===== src/common/dmem_map_pkg.sv =====
package dmem_map_pkg;

  ////////////////////
  // lane layout
  ////////////////////

  // one bank per byte of the word
  localparam int dmem_lanes = 4;
  localparam int lane_bits  = 8;

  // datum held by one bank
  typedef logic [lane_bits-1:0] byte_t;
  // byte offset inside a word
  typedef logic [$clog2(dmem_lanes)-1:0] lane_off_t;
  // one enable bit per lane
  typedef logic [dmem_lanes-1:0] lane_en_t;

  ////////////////////
  // depth
  ////////////////////

  // words per bank unless the top overrides it
  localparam int dmem_words_default = 256;

endpackage


===== src/common/rv_pipe_pkg.sv =====
package rv_pipe_pkg;

  ////////////////////
  // widths
  ////////////////////

  // integer register width
  localparam int xlen = 32;
  // register file has 32 entries
  localparam int reg_idx_w = 5;

  // data or address word
  typedef logic [xlen-1:0] word_t;
  // register number
  typedef logic [reg_idx_w-1:0] reg_idx_t;

  ////////////////////
  // memory controls
  ////////////////////

  // store width, one-hot as decoded in the pipeline
  typedef enum logic [2:0] {
    st_none = 3'b000,
    st_byte = 3'b001,
    st_half = 3'b010,
    st_word = 3'b100
  } store_ctrl_e;

  // load width and sign handling, one-hot
  typedef enum logic [4:0] {
    ld_none = 5'b00000,
    // signed byte
    ld_b    = 5'b00001,
    // signed half
    ld_h    = 5'b00010,
    ld_w    = 5'b00100,
    // unsigned byte
    ld_bu   = 5'b01000,
    // unsigned half
    ld_hu   = 5'b10000
  } load_ctrl_e;

endpackage


===== src/common/dmem_if.sv =====
interface dmem_if #(
  parameter int dmem_words = dmem_map_pkg::dmem_words_default
);
  import dmem_map_pkg::*;

  // word index width follows the depth
  localparam int idx_w = $clog2(dmem_words);

  // write enables, already qualified by the store strobe
  lane_en_t lane_we;
  // load request this cycle
  logic rd_strobe;
  // word address shared by all lanes
  logic [idx_w-1:0] index;
  // write bytes, already rotated onto their lanes
  byte_t [dmem_lanes-1:0] wdata;
  // read bytes, lane k driven by bank k
  byte_t [dmem_lanes-1:0] rdata;

  // request side, the stage logic
  modport stage (
    output lane_we,
    output rd_strobe,
    output index,
    output wdata
  );

  // each ram lane
  modport bank (
    input  lane_we,
    input  rd_strobe,
    input  index,
    input  wdata,
    output rdata
  );

  // load result side
  modport align (
    input rdata
  );

endinterface


===== src/mem_stage/load_align.sv =====
module load_align (
  dmem_if.align                   mem,
  input  dmem_map_pkg::lane_off_t offset,
  input  rv_pipe_pkg::load_ctrl_e load_ctrl,
  output rv_pipe_pkg::word_t      mem_res
);
  import rv_pipe_pkg::*;
  import dmem_map_pkg::*;

  word_t             raw_word;
  logic [2*xlen-1:0] rot_dbl;
  word_t             aligned;

  ////////////////////
  // lane reassembly
  ////////////////////

  // lane 0 is the low byte
  assign raw_word = mem.rdata;

  // rotate right so the addressed byte sits at bit 0
  assign rot_dbl = {raw_word, raw_word} >> {offset, 3'b000};
  assign aligned = rot_dbl[xlen-1:0];

  ////////////////////
  // extension
  ////////////////////

  always_comb begin
    case (load_ctrl)
      // lb, sign from bit 7
      ld_b: mem_res = {{(xlen-8){aligned[7]}}, aligned[7:0]};
      // lh, sign from bit 15
      ld_h: mem_res = {{(xlen-16){aligned[15]}}, aligned[15:0]};
      ld_w: mem_res = aligned;
      ld_bu: mem_res = {{(xlen-8){1'b0}}, aligned[7:0]};
      ld_hu: mem_res = {{(xlen-16){1'b0}}, aligned[15:0]};
      // no load in MEM/WB
      default: mem_res = '0;
    endcase
  end

endmodule


===== src/flat_wrapper.sv =====
// flat-port wrapper written by rule: the top's interface ports become plain ports
module load_align_flat import rv_pipe_pkg::*; import dmem_map_pkg::*;
  (offset, load_ctrl, mem_res, mem_rdata);
  dmem_if mem_i ();
  input  dmem_map_pkg::lane_off_t offset;
  input  rv_pipe_pkg::load_ctrl_e load_ctrl;
  output rv_pipe_pkg::word_t mem_res;
  input wire logic [$bits(mem_i.rdata)-1:0] mem_rdata;
  assign mem_i.rdata = mem_rdata;
  load_align u_core (.mem(mem_i), .offset(offset), .load_ctrl(load_ctrl), .mem_res(mem_res));
endmodule

===== config.mk =====
export PLATFORM = sky130hd
export DESIGN_NAME = load_align_flat
export DESIGN_NICKNAME = d
export VERILOG_FILES = /design/src/common/dmem_map_pkg.sv /design/src/common/rv_pipe_pkg.sv /design/src/common/dmem_if.sv /design/src/mem_stage/load_align.sv /design/src/flat_wrapper.sv
export SDC_FILE = /design/constraint.sdc
export NUM_CORES = 1
export LEC_CHECK = 0
export BUFFER_PORTS_ARGS = -buffer_cell sky130_fd_sc_hd__clkbuf_2
export CORE_MARGIN = 4
export CORE_UTILIZATION = 45
export DETAILED_ROUTE_END_ITERATION = 16
export GPL_TIMING_DRIVEN = 0
export PLACE_DENSITY = 0.82
export SYNTH_ARGS = -nofsm -noshare
export SYNTH_HDL_FRONTEND = slang
export SYNTH_SLANG_ARGS = --single-unit
export TNS_END_PERCENT = 10

===== constraint.sdc =====
create_clock -name vclk -period 1.55
set_clock_uncertainty 0.15 [all_clocks]
set_input_delay 0.0775 -clock vclk [all_inputs]
set_output_delay 0.0775 -clock vclk [all_outputs]
set_load 0.02 [all_outputs]

## Word level (Yosys, flattened, before mapping)

Cells that the tools add are included.

| storage, ports and cells | value |
|---|---|
| register bits after elaboration | 0 |
| input bits | 39 |
| output and inout bits | 32 |
| word-level logic and storage cells | 7 |

| cells by class | value |
|---|---|
| equality and inequality tests | 5 |
| shift operators | 1 |
| multiplexer cells | 1 |

Operators by type and width:

| cell | number |
|---|---|
| $pmux 32 s5 | 1 |
| $shr 64x5->32 | 1 |
| $eq 5x1->1 const B | 1 |
| $eq 5x2->1 const B | 1 |
| $eq 5x3->1 const B | 1 |
| $eq 5x4->1 const B | 1 |
| $eq 5x5->1 const B | 1 |

## Longest topological paths before layout

| depth | value |
|---|---|
| depth after elaboration | 2 |
| mapped depth | 5 |
| mapped depth without buffers | 3 |

## Worst setup path after synthesis

No wires, ideal clock.

| timing path | value |
|---|---|
| kind | input to output |
| from | input offset[0] |
| to | output mem_res[10] |
| arrival time | 1.228 ns |
| required time | 1.322 ns |
| slack | 0.094 ns |
| stages | 5 |
| path buffers | 2 |
| cell sequence | clkbuf_2 -> mux4_2 -> nand4_4 -> buf_6 -> o21ai_0 |

| on the way | value |
|---|---|
| word-level cells in the longest chain between the ends | 2 |

Ends and longest elaborated chain:

| element | RTL line | source |
|---|---|---|
| from (decl) | flat_wrapper.sv:5 | `input dmem_map_pkg::lane_off_t offset;` |
| $shr 64x5->32 | load_align.sv:22 | `assign rot_dbl = {raw_word, raw_word} >> {offset, 3'b000};` |
| $pmux 32 s5 | load_align.sv:30 | `case (load_ctrl)` |
| to (decl) | flat_wrapper.sv:7 | `output rv_pipe_pkg::word_t mem_res;` |

Every way passes these cells.

## Worst setup path in the final report

| timing path | value |
|---|---|
| from | input offset[1] |
| to | output mem_res[25] |

Same word-level chain as after synthesis.

==> impl_metrics.csv <==
group,metric,value,unit
synthesis,synthTopCellsByArea,"mux2_2 32%, mux2i_1 27%, o211ai_1 12%",
die,core,2280,um^2
grt,use_met2,43.1,%
route,postRouteAntennaNets,0,
outcome,status,"complete, no violations",
cells_and_area,clock_buffers,0,
critical_path,slowest_delay,0.54,ns
timing,fin_crit,1.50,ns
route,drc,0,
placed_design,hpwlAfterDp,3.07,mm
route,vias,1373,
critical_path,cp-end-kind,"primary output",
synthesis,syn_area_per_cell,8.85,um^2
critical_path,worst_path_most_repeated_cell,"buf_6",
grt,grt_overflow,0,
timing,tightest_slew,0.432,ns
placed_design,gp_congestion,0.820,
die,die_area,3310,um^2
synthesis,ys_seq_area_share,0,%
route,dr.first_iter.drc_count,44,
grt,track_usage,22.6,%
timing,hold_viol_final,0,
cells_and_area,antenna_cells,0,
timing,slew_violations,0,
grt,antenna_found_initial,0,
die,pin_count,71,
placed_design,port-buffer-count,68,
cells_and_area,seq_cell_count,0,
clocking,cts_hold_buf,0,
critical_path,worstPathMaxFanout,10,
cells_and_area,final_common_cell,"clkbuf_2",
die,start_util,48.6,%
die,fp.dieW,57.6,um
cells_and_area,final_cell_mix,"65 x clkbuf_2, 31 x mux2_2, 30 x mux2i_1, 18 x o211ai_1, 11 x buf_4",
synthesis,syn-instance-count,125,
synthesis,synth_area,1110,um^2
cells_and_area,area_growth_syn_to_layout,45.4,%
synthesis,yosysTopAreaCell,"mux2_2",
grt,grt_pass1_wl,6.25,mm
route,routed_wl,3.90,mm
cells_and_area,design_area,1610,um^2
grt,use_met1,27.0,%
power_and_ir_drop,p_leak,0.819,nW
synthesis,synth_compound_area_share,21.4,%
critical_path,crit_type,"input port to primary output",
synthesis,yosysWarnings,0,
cells_and_area,finalNetCount,244,
timing,fin_crit_sh,96.7,%
synthesis,yosys.cell_types.count,21,
critical_path,cp_cell_sequence,"buf_6 -> mux4_2 -> nand3_4 -> buf_6 -> o211ai_1 -> clkbuf_2",
cells_and_area,stdcell_count,231,
placed_design,place_worst_setup_slack,-0.143,ns
power_and_ir_drop,worst_ir_drop_vdd,0.202,mV
placed_design,dpl_cell_area,1480,um^2
worst_hold_path,hold_depth,5,
power_and_ir_drop,cellPowerDensity,275,nW/um^2
cells_and_area,drive_above_1_share,64.5,%
cells_and_area,multi_input_area,1050,um^2
critical_path,critPathSlowestCell,"mux4_2",
die,fp-row-count,17,
critical_path,crit_required,1.32,ns
synthesis,synthAdderAreaFrac,0,%
cells_and_area,fillers,185,
cells_and_area,seq_area,0,um^2
worst_hold_path,hold_start,"load_ctrl[3]",
critical_path,cp_top_family,"multiplexers",
timing,relSlewSlack,71.2,%
grt,grt-busiest-layer,"met2",
job,cap_violations,0,
critical_path,cp_num_buf_inv,3,
synthesis,synth_top_family_by_area,"multiplexers",
route,vias_per_cell,5.94,
worst_hold_path,hold_end,"mem_res[15]",
critical_path,critPathLaunchType,"input port",
synthesis,synth_xor_area_share,1.58,%
route,dr.pass1.iters,4,
die,fp.dieH,57.6,um
grt,use_met3,2.04,%
timing,setup_viol_count_final,0,
timing,rsz0062_at_grt,"true",
synthesis,synth_mux_area_share,62.8,%
synthesis,synth-simple-area-share,6.22,%
critical_path,cp.arrival,1.27,ns
placed_design,dp_cells,221,
synthesis,yosysTopAreaCellShare,31.6,%
synthesis,syn-num-nets,164,
timing,fmax,0.667,GHz
worst_hold_path,worstHoldPathType,"input port to primary output",
timing,setup_ws,0.0511,ns
grt,grt_max_degree,11,
route,routedWlPerCell,16.9,um
grt,grt_pass1_vias,1461,
[routing by layer]
| layer | wire length [um] | up-vias |
|---|---|---|
| met1 | 1510 | 649 |
| li1 | - | 655 |
| met4 | 26 | 0 |
| met3 | 349 | 3 |
| met5 | 0 | - |
| met2 | 2020 | 66 |
[repair_timing]
item	4_1_cts	5_1_grt
pin swaps	3	0
setup buffers	5	3
resized for setup	4	18
setup endpoints to repair	27	23
gates cloned	0	2
[worst min-delay path: stages]
cell and delay (ns):
clkbuf_2 0.16, nor2_4 0.06, o2111ai_1 0.07, nand2_1 0.05, clkbuf_2 0.15
[synth_stat cells (2+ instances only)]
cell	instances
mux2_2	31
mux2i_1	30
o211ai_1	18
o21ai_0	9
a21oi_1	7
buf_2	7
buf_6	4
nor2_1	3
mux4_2	2
nor2b_1	2
xor2_1	2
[power by group]
part	switching (mW)	internal, mW
Clock	0	0
Sequential	0	0
Combinational	0.234	0.209
[how the worst max path moves through the flow]
stage / depth (start not counted) / endpoint / startpoint
floorplan: 5 / mem_res[10] / offset[0]
global placement: 5 / mem_res[7] / load_ctrl[2]
detailed placement: 5 / mem_res[7] / load_ctrl[2]
CTS: 6 / mem_res[29] / offset[0]
global route: 6 / mem_res[8] / load_ctrl[2]
finish: 6 / mem_res[25] / offset[1]
[stage by stage]
stage / hold WS, ns / TNS (ns) / power [mW] / utilization (%)
after floorplan: 0.242 / 0 / 0.280 / -
after global placement: 0.471 / -0.793 / 0.400 / 65.1
after detailed placement: 0.491 / -1.37 / 0.416 / 65.1
after global routing: 0.544 / -0.0311 / 0.477 / 70.6
after CTS: 0.507 / 0 / 0.428 / 67.3
final: 0.494 / 0 / 0.442 / 70.6
[logic make-up after synthesis]
group / count (synthesis)
xor+xnor: 2
simple gates: 10
compound gates: 37
buf+inv: 13
mux: 63
[layout make-up]
class	instances	share of cell area (%)
multi-input cells	112	65.5
repair buffers	78	26.0
plain buffers	13	6.30
well taps	28	2.18
Power figures use the tool's default switching activity.
