===== src/common/dmem_map_pkg.sv =====
package dmem_map_pkg;

  ////////////////////
  // lane layout
  ////////////////////

  // one bank per byte of the word
  localparam int dmem_lanes = 4;
  localparam int lane_bits  = 8;

  // datum held by one bank
  typedef logic [lane_bits-1:0] byte_t;
  // byte offset inside a word
  typedef logic [$clog2(dmem_lanes)-1:0] lane_off_t;
  // one enable bit per lane
  typedef logic [dmem_lanes-1:0] lane_en_t;

  ////////////////////
  // depth
  ////////////////////

  // words per bank unless the top overrides it
  localparam int dmem_words_default = 256;

endpackage


===== src/common/rv_pipe_pkg.sv =====
package rv_pipe_pkg;

  ////////////////////
  // widths
  ////////////////////

  // integer register width
  localparam int xlen = 32;
  // register file has 32 entries
  localparam int reg_idx_w = 5;

  // data or address word
  typedef logic [xlen-1:0] word_t;
  // register number
  typedef logic [reg_idx_w-1:0] reg_idx_t;

  ////////////////////
  // memory controls
  ////////////////////

  // store width, one-hot as decoded in the pipeline
  typedef enum logic [2:0] {
    st_none = 3'b000,
    st_byte = 3'b001,
    st_half = 3'b010,
    st_word = 3'b100
  } store_ctrl_e;

  // load width and sign handling, one-hot
  typedef enum logic [4:0] {
    ld_none = 5'b00000,
    // signed byte
    ld_b    = 5'b00001,
    // signed half
    ld_h    = 5'b00010,
    ld_w    = 5'b00100,
    // unsigned byte
    ld_bu   = 5'b01000,
    // unsigned half
    ld_hu   = 5'b10000
  } load_ctrl_e;

endpackage


===== src/common/dmem_if.sv =====
interface dmem_if #(
  parameter int dmem_words = dmem_map_pkg::dmem_words_default
);
  import dmem_map_pkg::*;

  // word index width follows the depth
  localparam int idx_w = $clog2(dmem_words);

  // write enables, already qualified by the store strobe
  lane_en_t lane_we;
  // load request this cycle
  logic rd_strobe;
  // word address shared by all lanes
  logic [idx_w-1:0] index;
  // write bytes, already rotated onto their lanes
  byte_t [dmem_lanes-1:0] wdata;
  // read bytes, lane k driven by bank k
  byte_t [dmem_lanes-1:0] rdata;

  // request side, the stage logic
  modport stage (
    output lane_we,
    output rd_strobe,
    output index,
    output wdata
  );

  // each ram lane
  modport bank (
    input  lane_we,
    input  rd_strobe,
    input  index,
    input  wdata,
    output rdata
  );

  // load result side
  modport align (
    input rdata
  );

endinterface


===== src/mem_stage/mem_access.sv =====
module mem_access #(
  parameter int dmem_words = dmem_map_pkg::dmem_words_default
) (
  input  logic                     clk,
  input  logic                     rst,
  input  rv_pipe_pkg::word_t       ex_alu_res,
  input  rv_pipe_pkg::word_t       ex_rs2_data,
  input  rv_pipe_pkg::reg_idx_t    ex_rs2,
  input  rv_pipe_pkg::reg_idx_t    ex_rd,
  input  logic                     ex_regwrite,
  input  logic                     ex_memread,
  input  logic                     ex_memwrite,
  input  rv_pipe_pkg::store_ctrl_e ex_store_ctrl,
  input  rv_pipe_pkg::load_ctrl_e  ex_load_ctrl,
  input  rv_pipe_pkg::word_t       wb_res,
  dmem_if.stage                    mem,
  output rv_pipe_pkg::word_t       mem_wb_alu_res,
  output rv_pipe_pkg::reg_idx_t    mem_wb_rd,
  output logic                     mem_wb_regwrite,
  output logic                     mem_wb_memread,
  output rv_pipe_pkg::load_ctrl_e  mem_wb_load_ctrl,
  output dmem_map_pkg::lane_off_t  mem_wb_offset
);
  import rv_pipe_pkg::*;
  import dmem_map_pkg::*;

  localparam int idx_w = $clog2(dmem_words);
  localparam int off_w = $bits(lane_off_t);

  lane_off_t             offset;
  lane_en_t              base_en;
  logic [2*dmem_lanes-1:0] en_dbl;
  logic                  fwd_sel;
  word_t                 st_data;
  logic [2*xlen-1:0]     data_dbl;

  // low address bits pick the starting lane
  assign offset = ex_alu_res[off_w-1:0];

  ////////////////////
  // lane enables
  ////////////////////

  always_comb begin
    case (ex_store_ctrl)
      st_byte: base_en = 4'b0001;
      st_half: base_en = 4'b0011;
      // sw and no store control both cover the whole word
      st_word, st_none: base_en = 4'b1111;
      default: base_en = 4'b1111;
    endcase
    // rotate left by offset, sh at offset 3 wraps to lanes 3 and 0
    en_dbl = {base_en, base_en} << offset;
  end

  // nothing is written without the store strobe
  assign mem.lane_we = ex_memwrite ? en_dbl[2*dmem_lanes-1 -: dmem_lanes] : '0;

  ////////////////////
  // store forwarding
  ////////////////////

  // rs2 being written back by the instruction now in MEM/WB
  assign fwd_sel = ex_memwrite && mem_wb_regwrite && (mem_wb_rd == ex_rs2);
  assign st_data = fwd_sel ? wb_res : ex_rs2_data;

  ////////////////////
  // lane steering
  ////////////////////

  // byte k lands on lane (offset + k) mod 4
  assign data_dbl  = {st_data, st_data} << {offset, 3'b000};
  assign mem.wdata = data_dbl[2*xlen-1 -: xlen];

  // word index and read request
  assign mem.index     = ex_alu_res[off_w +: idx_w];
  assign mem.rd_strobe = ex_memread;

  ////////////////////
  // MEM/WB register
  ////////////////////

  // advances every edge, no stall
  always_ff @(posedge clk) begin
    if (rst) begin
      mem_wb_alu_res   <= '0;
      mem_wb_rd        <= '0;
      mem_wb_regwrite  <= 1'b0;
      mem_wb_memread   <= 1'b0;
      mem_wb_load_ctrl <= ld_none;
      mem_wb_offset    <= '0;
    end else begin
      mem_wb_alu_res   <= ex_alu_res;
      mem_wb_rd        <= ex_rd;
      mem_wb_regwrite  <= ex_regwrite;
      mem_wb_memread   <= ex_memread;
      // aligner needs these alongside the registered bank data
      mem_wb_load_ctrl <= ex_load_ctrl;
      mem_wb_offset    <= offset;
    end
  end

endmodule


===== src/flat_wrapper.sv =====
// flat-port wrapper written by rule: the top's interface ports become plain ports
module mem_access_flat import rv_pipe_pkg::*; import dmem_map_pkg::*;
#(
  parameter int dmem_words = dmem_map_pkg::dmem_words_default
)
  (clk, rst, ex_alu_res, ex_rs2_data, ex_rs2, ex_rd, ex_regwrite, ex_memread, ex_memwrite, ex_store_ctrl, ex_load_ctrl, wb_res, mem_wb_alu_res, mem_wb_rd, mem_wb_regwrite, mem_wb_memread, mem_wb_load_ctrl, mem_wb_offset, mem_lane_we, mem_rd_strobe, mem_index, mem_wdata);
  dmem_if #(.dmem_words(dmem_words)) mem_i ();
  input  logic clk;
  input  logic rst;
  input  rv_pipe_pkg::word_t ex_alu_res;
  input  rv_pipe_pkg::word_t ex_rs2_data;
  input  rv_pipe_pkg::reg_idx_t ex_rs2;
  input  rv_pipe_pkg::reg_idx_t ex_rd;
  input  logic ex_regwrite;
  input  logic ex_memread;
  input  logic ex_memwrite;
  input  rv_pipe_pkg::store_ctrl_e ex_store_ctrl;
  input  rv_pipe_pkg::load_ctrl_e ex_load_ctrl;
  input  rv_pipe_pkg::word_t wb_res;
  output rv_pipe_pkg::word_t mem_wb_alu_res;
  output rv_pipe_pkg::reg_idx_t mem_wb_rd;
  output logic mem_wb_regwrite;
  output logic mem_wb_memread;
  output rv_pipe_pkg::load_ctrl_e mem_wb_load_ctrl;
  output dmem_map_pkg::lane_off_t mem_wb_offset;
  output wire logic [$bits(mem_i.lane_we)-1:0] mem_lane_we;
  output wire logic [$bits(mem_i.rd_strobe)-1:0] mem_rd_strobe;
  output wire logic [$bits(mem_i.index)-1:0] mem_index;
  output wire logic [$bits(mem_i.wdata)-1:0] mem_wdata;
  assign mem_lane_we = mem_i.lane_we;
  assign mem_rd_strobe = mem_i.rd_strobe;
  assign mem_index = mem_i.index;
  assign mem_wdata = mem_i.wdata;
  mem_access #(.dmem_words(dmem_words)) u_core (.clk(clk), .rst(rst), .ex_alu_res(ex_alu_res), .ex_rs2_data(ex_rs2_data), .ex_rs2(ex_rs2), .ex_rd(ex_rd), .ex_regwrite(ex_regwrite), .ex_memread(ex_memread), .ex_memwrite(ex_memwrite), .ex_store_ctrl(ex_store_ctrl), .ex_load_ctrl(ex_load_ctrl), .wb_res(wb_res), .mem(mem_i), .mem_wb_alu_res(mem_wb_alu_res), .mem_wb_rd(mem_wb_rd), .mem_wb_regwrite(mem_wb_regwrite), .mem_wb_memread(mem_wb_memread), .mem_wb_load_ctrl(mem_wb_load_ctrl), .mem_wb_offset(mem_wb_offset));
endmodule

===== config.mk =====
export PLATFORM = sky130hd
export DESIGN_NAME = mem_access_flat
export DESIGN_NICKNAME = d
export VERILOG_FILES = /design/src/common/dmem_map_pkg.sv /design/src/common/rv_pipe_pkg.sv /design/src/common/dmem_if.sv /design/src/mem_stage/mem_access.sv /design/src/flat_wrapper.sv
export SDC_FILE = /design/constraint.sdc
export NUM_CORES = 1
export LEC_CHECK = 0
export BUFFER_PORTS_ARGS = -buffer_cell sky130_fd_sc_hd__buf_4
export CAP_MARGIN = 30
export CORE_AREA = 2 2 123 77
export CTS_BUF_LIST = sky130_fd_sc_hd__clkbuf_16
export CTS_CLUSTER_DIAMETER = 30
export DETAILED_ROUTE_END_ITERATION = 10
export DIE_AREA = 0 0 125 79
export PLACE_DENSITY = 0.85
export SYNTH_ARGS = -nofsm -noshare
export SYNTH_HDL_FRONTEND = slang
export SYNTH_SLANG_ARGS = --single-unit

===== constraint.sdc =====
create_clock -name clk -period 1.6 [get_ports clk]
set_input_delay 0.32 -clock clk [delete_from_list [all_inputs] [get_ports clk]]
set_output_delay 0.32 -clock clk [all_outputs]
set_load 0.01 [all_outputs]

After elaboration in Yosys (flattened, before gate mapping). Index checks and enable logic that the tools add are counted.

Flip-flop bits (word level): 46. Input bits: 119. Output and inout port bits: 91. Word-level logic and storage cells: 16.

Eq/ne operators: 3. Shifts and indexed selects: 2. Multiplexer cells: 3. Reduce and logical (&&, ||, !) cells: 2.

Operators with widths (number): 64-bit by 5-bit left shift with 64-bit output (1); 32-bit 2-to-1 mux (1); 4-bit one-hot mux with 2 select lines (1); 8-bit by 2-bit left shift with 8-bit output (1); 5-bit equality test (1); 4-bit 2-to-1 mux (1); 3-bit by 1-bit equality test with 1-bit output, second input constant (1); 3-bit by 2-bit equality test with 1-bit output, second input constant (1); 1-bit logical AND (2).

Depth between registers and ports, before layout.
Word-level depth: 4. Gate-level depth with buffers: 7. Gate-level depth less buffers: 4.

Worst setup path before layout. OpenSTA, ideal clock, no wires.

Path kind: reg-to-output. From: register u_core.mem_wb_rd[2]. To: output port mem_wdata[0]. Data arrival time: 1.463 ns. Required time: 1.280 ns. Path slack: -0.183 ns. Cell stages (with the launch flop): 7. Buffers on the path: 2. Cell sequence: dfxtp_1 -> xnor2_1 -> and4_1 -> buf_4 -> buf_2 -> a221oi_2 -> o22ai_1.

Longest elaborated chain between the ends: 4.

RTL lines: start, declared (line mem_access.sv:18) `output rv_pipe_pkg::reg_idx_t mem_wb_rd,`; start signal, assigned (line mem_access.sv:94) `mem_wb_rd <= ex_rd;`; 5-bit equality test (line mem_access.sv:64) `assign fwd_sel = ex_memwrite && mem_wb_regwrite && (mem_wb_rd == ex_rs2);`; 1-bit logical AND (line mem_access.sv:64); 32-bit 2-to-1 mux (line mem_access.sv:65) `assign st_data = fwd_sel ? wb_res : ex_rs2_data;`; 64-bit by 5-bit left shift with 64-bit output (line mem_access.sv:72) `assign data_dbl = {st_data, st_data} << {offset, 3'b000};`; end, declared (line flat_wrapper.sv:29) `output wire logic [$bits(mem_i.wdata)-1:0] mem_wdata;`.

No other way between the ends.

Final worst setup path.
From: register u_core.mem_wb_rd[2]. To: output port mem_wdata[22].

The elaborated chain is that of the path after synthesis.

==> flow_metrics.tcl <==
set metrics [dict create \
    synth_compound_area_share_pct 34.8 \
    die-height_um 79 \
    hold_path_end "u_core.mem_wb_load_ctrl[1]$_SDFF_PP0_" \
    synth_mux_area_share_pct 9.61 \
    fin_util_pct 71.2 \
    cts.path.max_buffers 2 \
    slew_viol_final 0 \
    cp.arrival_ps 1890 \
    final_common_cell "buf_4" \
    tightest_slew_ps 389 \
    grt_pass1_wl_um 22000 \
    grt_pass1_vias 4038 \
    portBuffers 209 \
    synth_cell_types 27 \
    syn_avg_cell_area_um2 8.86 \
    met3_usage_pct 7.14 \
    grt_max_degree 45 \
    hold_viol 0 \
    grt-ovfl-total 0 \
    hold_ws_ps 237 \
    power_mw 4.05 \
    yosysSeqAreaShare_pct 26.4 \
    routabilityCongestion 0.871 \
    cts.clk_slew.worst_paths_ps 70 \
    fp.coreArea_mm2 0.00885 \
    fin_ws_ps -611 \
    path_max_fanout 8 \
    min_period_ps 2210 \
    multi_input_area_mm2 0.00280 \
    hold_start "ex_load_ctrl[1]" \
    violations "negative setup slack" \
    fmax_mhz 452 \
    h-tree-depth 2 \
    wl_um 14800 \
    hold-path-cell-count 2 \
    drt_iter0_drc 433 \
    fin_nets 724 \
    slew_headroom_pct 73.3 \
    num_vias 4110 \
    slowest_stage "a221oi_4" \
    synth_top_cell_area_share_pct 26.4 \
    syn_nets 495 \
    yosysTopAreaCell "dfxtp_1" \
    dr.pass1.iters 5 \
    setup_viol 32 \
    dp_hpwl_um 11400 \
    ys_ff_latch 44 \
    drc_errors 0 \
    status "complete, but fails checks" \
    worstSetupPathType "reg2out" \
    gr-usage-all-layers_pct 28.4 \
    p_per_area_mw_per_mm2 642 \
    synth_area_leaders "dfxtp_1, nor2b_1, a221oi_2, mux2i_1, o22ai_1" \
    vias_per_cell 5.69 \
    synth_xor_area_share_pct 1.54 \
    busiest_layer "met2" \
    numCtsBuffers 5 \
    hold_class "in2reg" \
    die_area_mm2 0.00988 \
    use_met1_pct 41.1 \
    synthAdderAreaFrac_pct 0 \
    cp-start-kind "flop" \
    netlist_area_mm2 0.00333 \
    pin_count 210 \
    synth_top_family_by_area "compound AO/OA/AOI/OAI gates" \
    vdd_drop_max_v 0.000958 \
    fillerInstances 683 \
    num_antenna_cells 0 \
    ff_latch_area_um2 893 \
    floorplan.rows 27 \
    maxCapViolations 0 \
    p_leak_nw 2.70 \
    ys_warn_count 0 \
    grt_util_met2_pct 43.5 \
    cts_root_buffer "clkbuf_16" \
    layout_common_cells "buf_4, nor2b_1, dfxtp_1" \
    final_antenna_net_count 0 \
    path_cells "xnor2_4 -> and4_4 -> buf_12 -> a221oi_4 -> o22ai_2 -> buf_4" \
    clock_sinks 44 \
    start_util_pct 37.6 \
    grt_setup_unrepaired "true" \
    max_stage_delay_ps 370 \
    wl_per_cell_um 20.5 \
    synth_simple_gate_area_share_pct 18.3 \
    fp.dieW_um 125 \
    syn_inst 376 \
    drive_above_1_share_pct 63.4 \
    cp-end-kind "primary output" \
    cts_tree "built" \
    finalCritPeriodShare_pct 138 \
    cp.required_ps 1280 \
    antenna_found_initial 0 \
    syn2layout_area_growth_pct 89.1 \
]
-- layer usage --
layer,wire (µm),part of all wire [%]
met3,1530,10
met1,6510,44
met2,6540,44
met4,208,1.4
met5,0,0
-- worst max-delay path: cells and delay by family, from the launching register on --
family / cells / cell delay (ps)
DFF: 1 / 360
buffers and inverters: 2 / 340
xor gates and xnor gates: 1 / 140
and+or+nand+nor: 1 / 260
AOI/OAI and AO/OA: 2 / 490
-- worst max path at each step --
stage / from / end / slack (ps) / depth (start not counted)
final: u_core.mem_wb_rd[2]$_SDFF_PP0_ / mem_wdata[22] / -610 / 6
after global routing: u_core.mem_wb_rd[2]$_SDFF_PP0_ / mem_wdata[22] / -650 / 6
after global placement: ex_rs2[0] / mem_wdata[19] / -410 / 7
after floorplan: ex_memwrite / mem_wdata[12] / -120 / 7
after detailed placement: ex_rs2[0] / mem_wdata[22] / -480 / 7
after CTS: u_core.mem_wb_rd[0]$_SDFF_PP0_ / mem_wdata[6] / -580 / 6
-- final cells by class --
cell class | instances | share of cell area, %
inverter | 1 | 0.0993
clock buffer | 5 | 1.99
tap | 116 | 2.30
multi-input combinational | 280 | 44.4
sequential | 44 | 14.2
clock inverter | 3 | 0.735
timing repair buffer | 273 | 36.3
-- cells by family after synthesis --
kind of cell / after synthesis
buf+inv: 54
compound gates: 139
xor+xnor: 5
simple gates: 102
flops: 44
mux: 32
-- registers in the layout, summed over array words and instances (netlist names) --
| name | cells |
|---|---|
| u_core.mem_wb_load_ctrl | 5 |
| u_core.mem_wb_regwrite | 1 |
| u_core.mem_wb_memread | 1 |
| u_core.mem_wb_rd | 5 |
| u_core.mem_wb_offset | 1 |
| u_core.mem_wb_alu_res | 31 |
-- report_power, final --
part / leakage (nW) / total, mW / internal, mW / switching, mW
clock network: 0.0804 / 1.17 / 0.741 / 0.433
logic: 2.25 / 1.69 / 0.900 / 0.790
registers: 0.369 / 1.18 / 1.15 / 0.0272
total: 2.70 / 4.05 / 2.80 / 1.25
-- stage by stage --
step / TNS, ps / setup slack [ps] / area (µm²) / std cells
floorplan: -3360 / -122 / 3930 / 376
global placement: -12370 / -412 / 5840 / 706
detailed placement: -14110 / -475 / 5840 / 706
finish: -17510 / -611 / 6300 / 722
global route: -19410 / -655 / 6300 / 722
CTS: -17370 / -583 / 6170 / 717
-- synth_stat cells --
cell type / number
nor2b_1: 76
dfxtp_1: 44
mux2i_1: 32
o22ai_1: 32
o21ai_0: 31
a221oi_2: 28
a31o_2: 19
clkbuf_1: 19
nand3_1: 16
buf_4: 14
a31o_1: 13
buf_2: 13
a21oi_1: 5
buf_6: 5
a221oi_1: 4
o21a_1: 4
xnor2_1: 4
nand2_1: 3
o21ai_1: 3
and2_1: 2
buf_1: 2
nor2_1: 2
and4_1: 1
inv_2: 1
nand4_1: 1
nor3b_1: 1
xnor2_2: 1
-- timing repair --
action / 4_1_cts / 5_1_grt
gates resized for setup: 22 / 19
pin swaps: 31 / 8
gates cloned: 2 / 3
hold buffers: 0 / 0
buffers inserted: 1 / 2
endpoints found under the setup margin: 36 / 36
(Power assumes the default switching activity.)
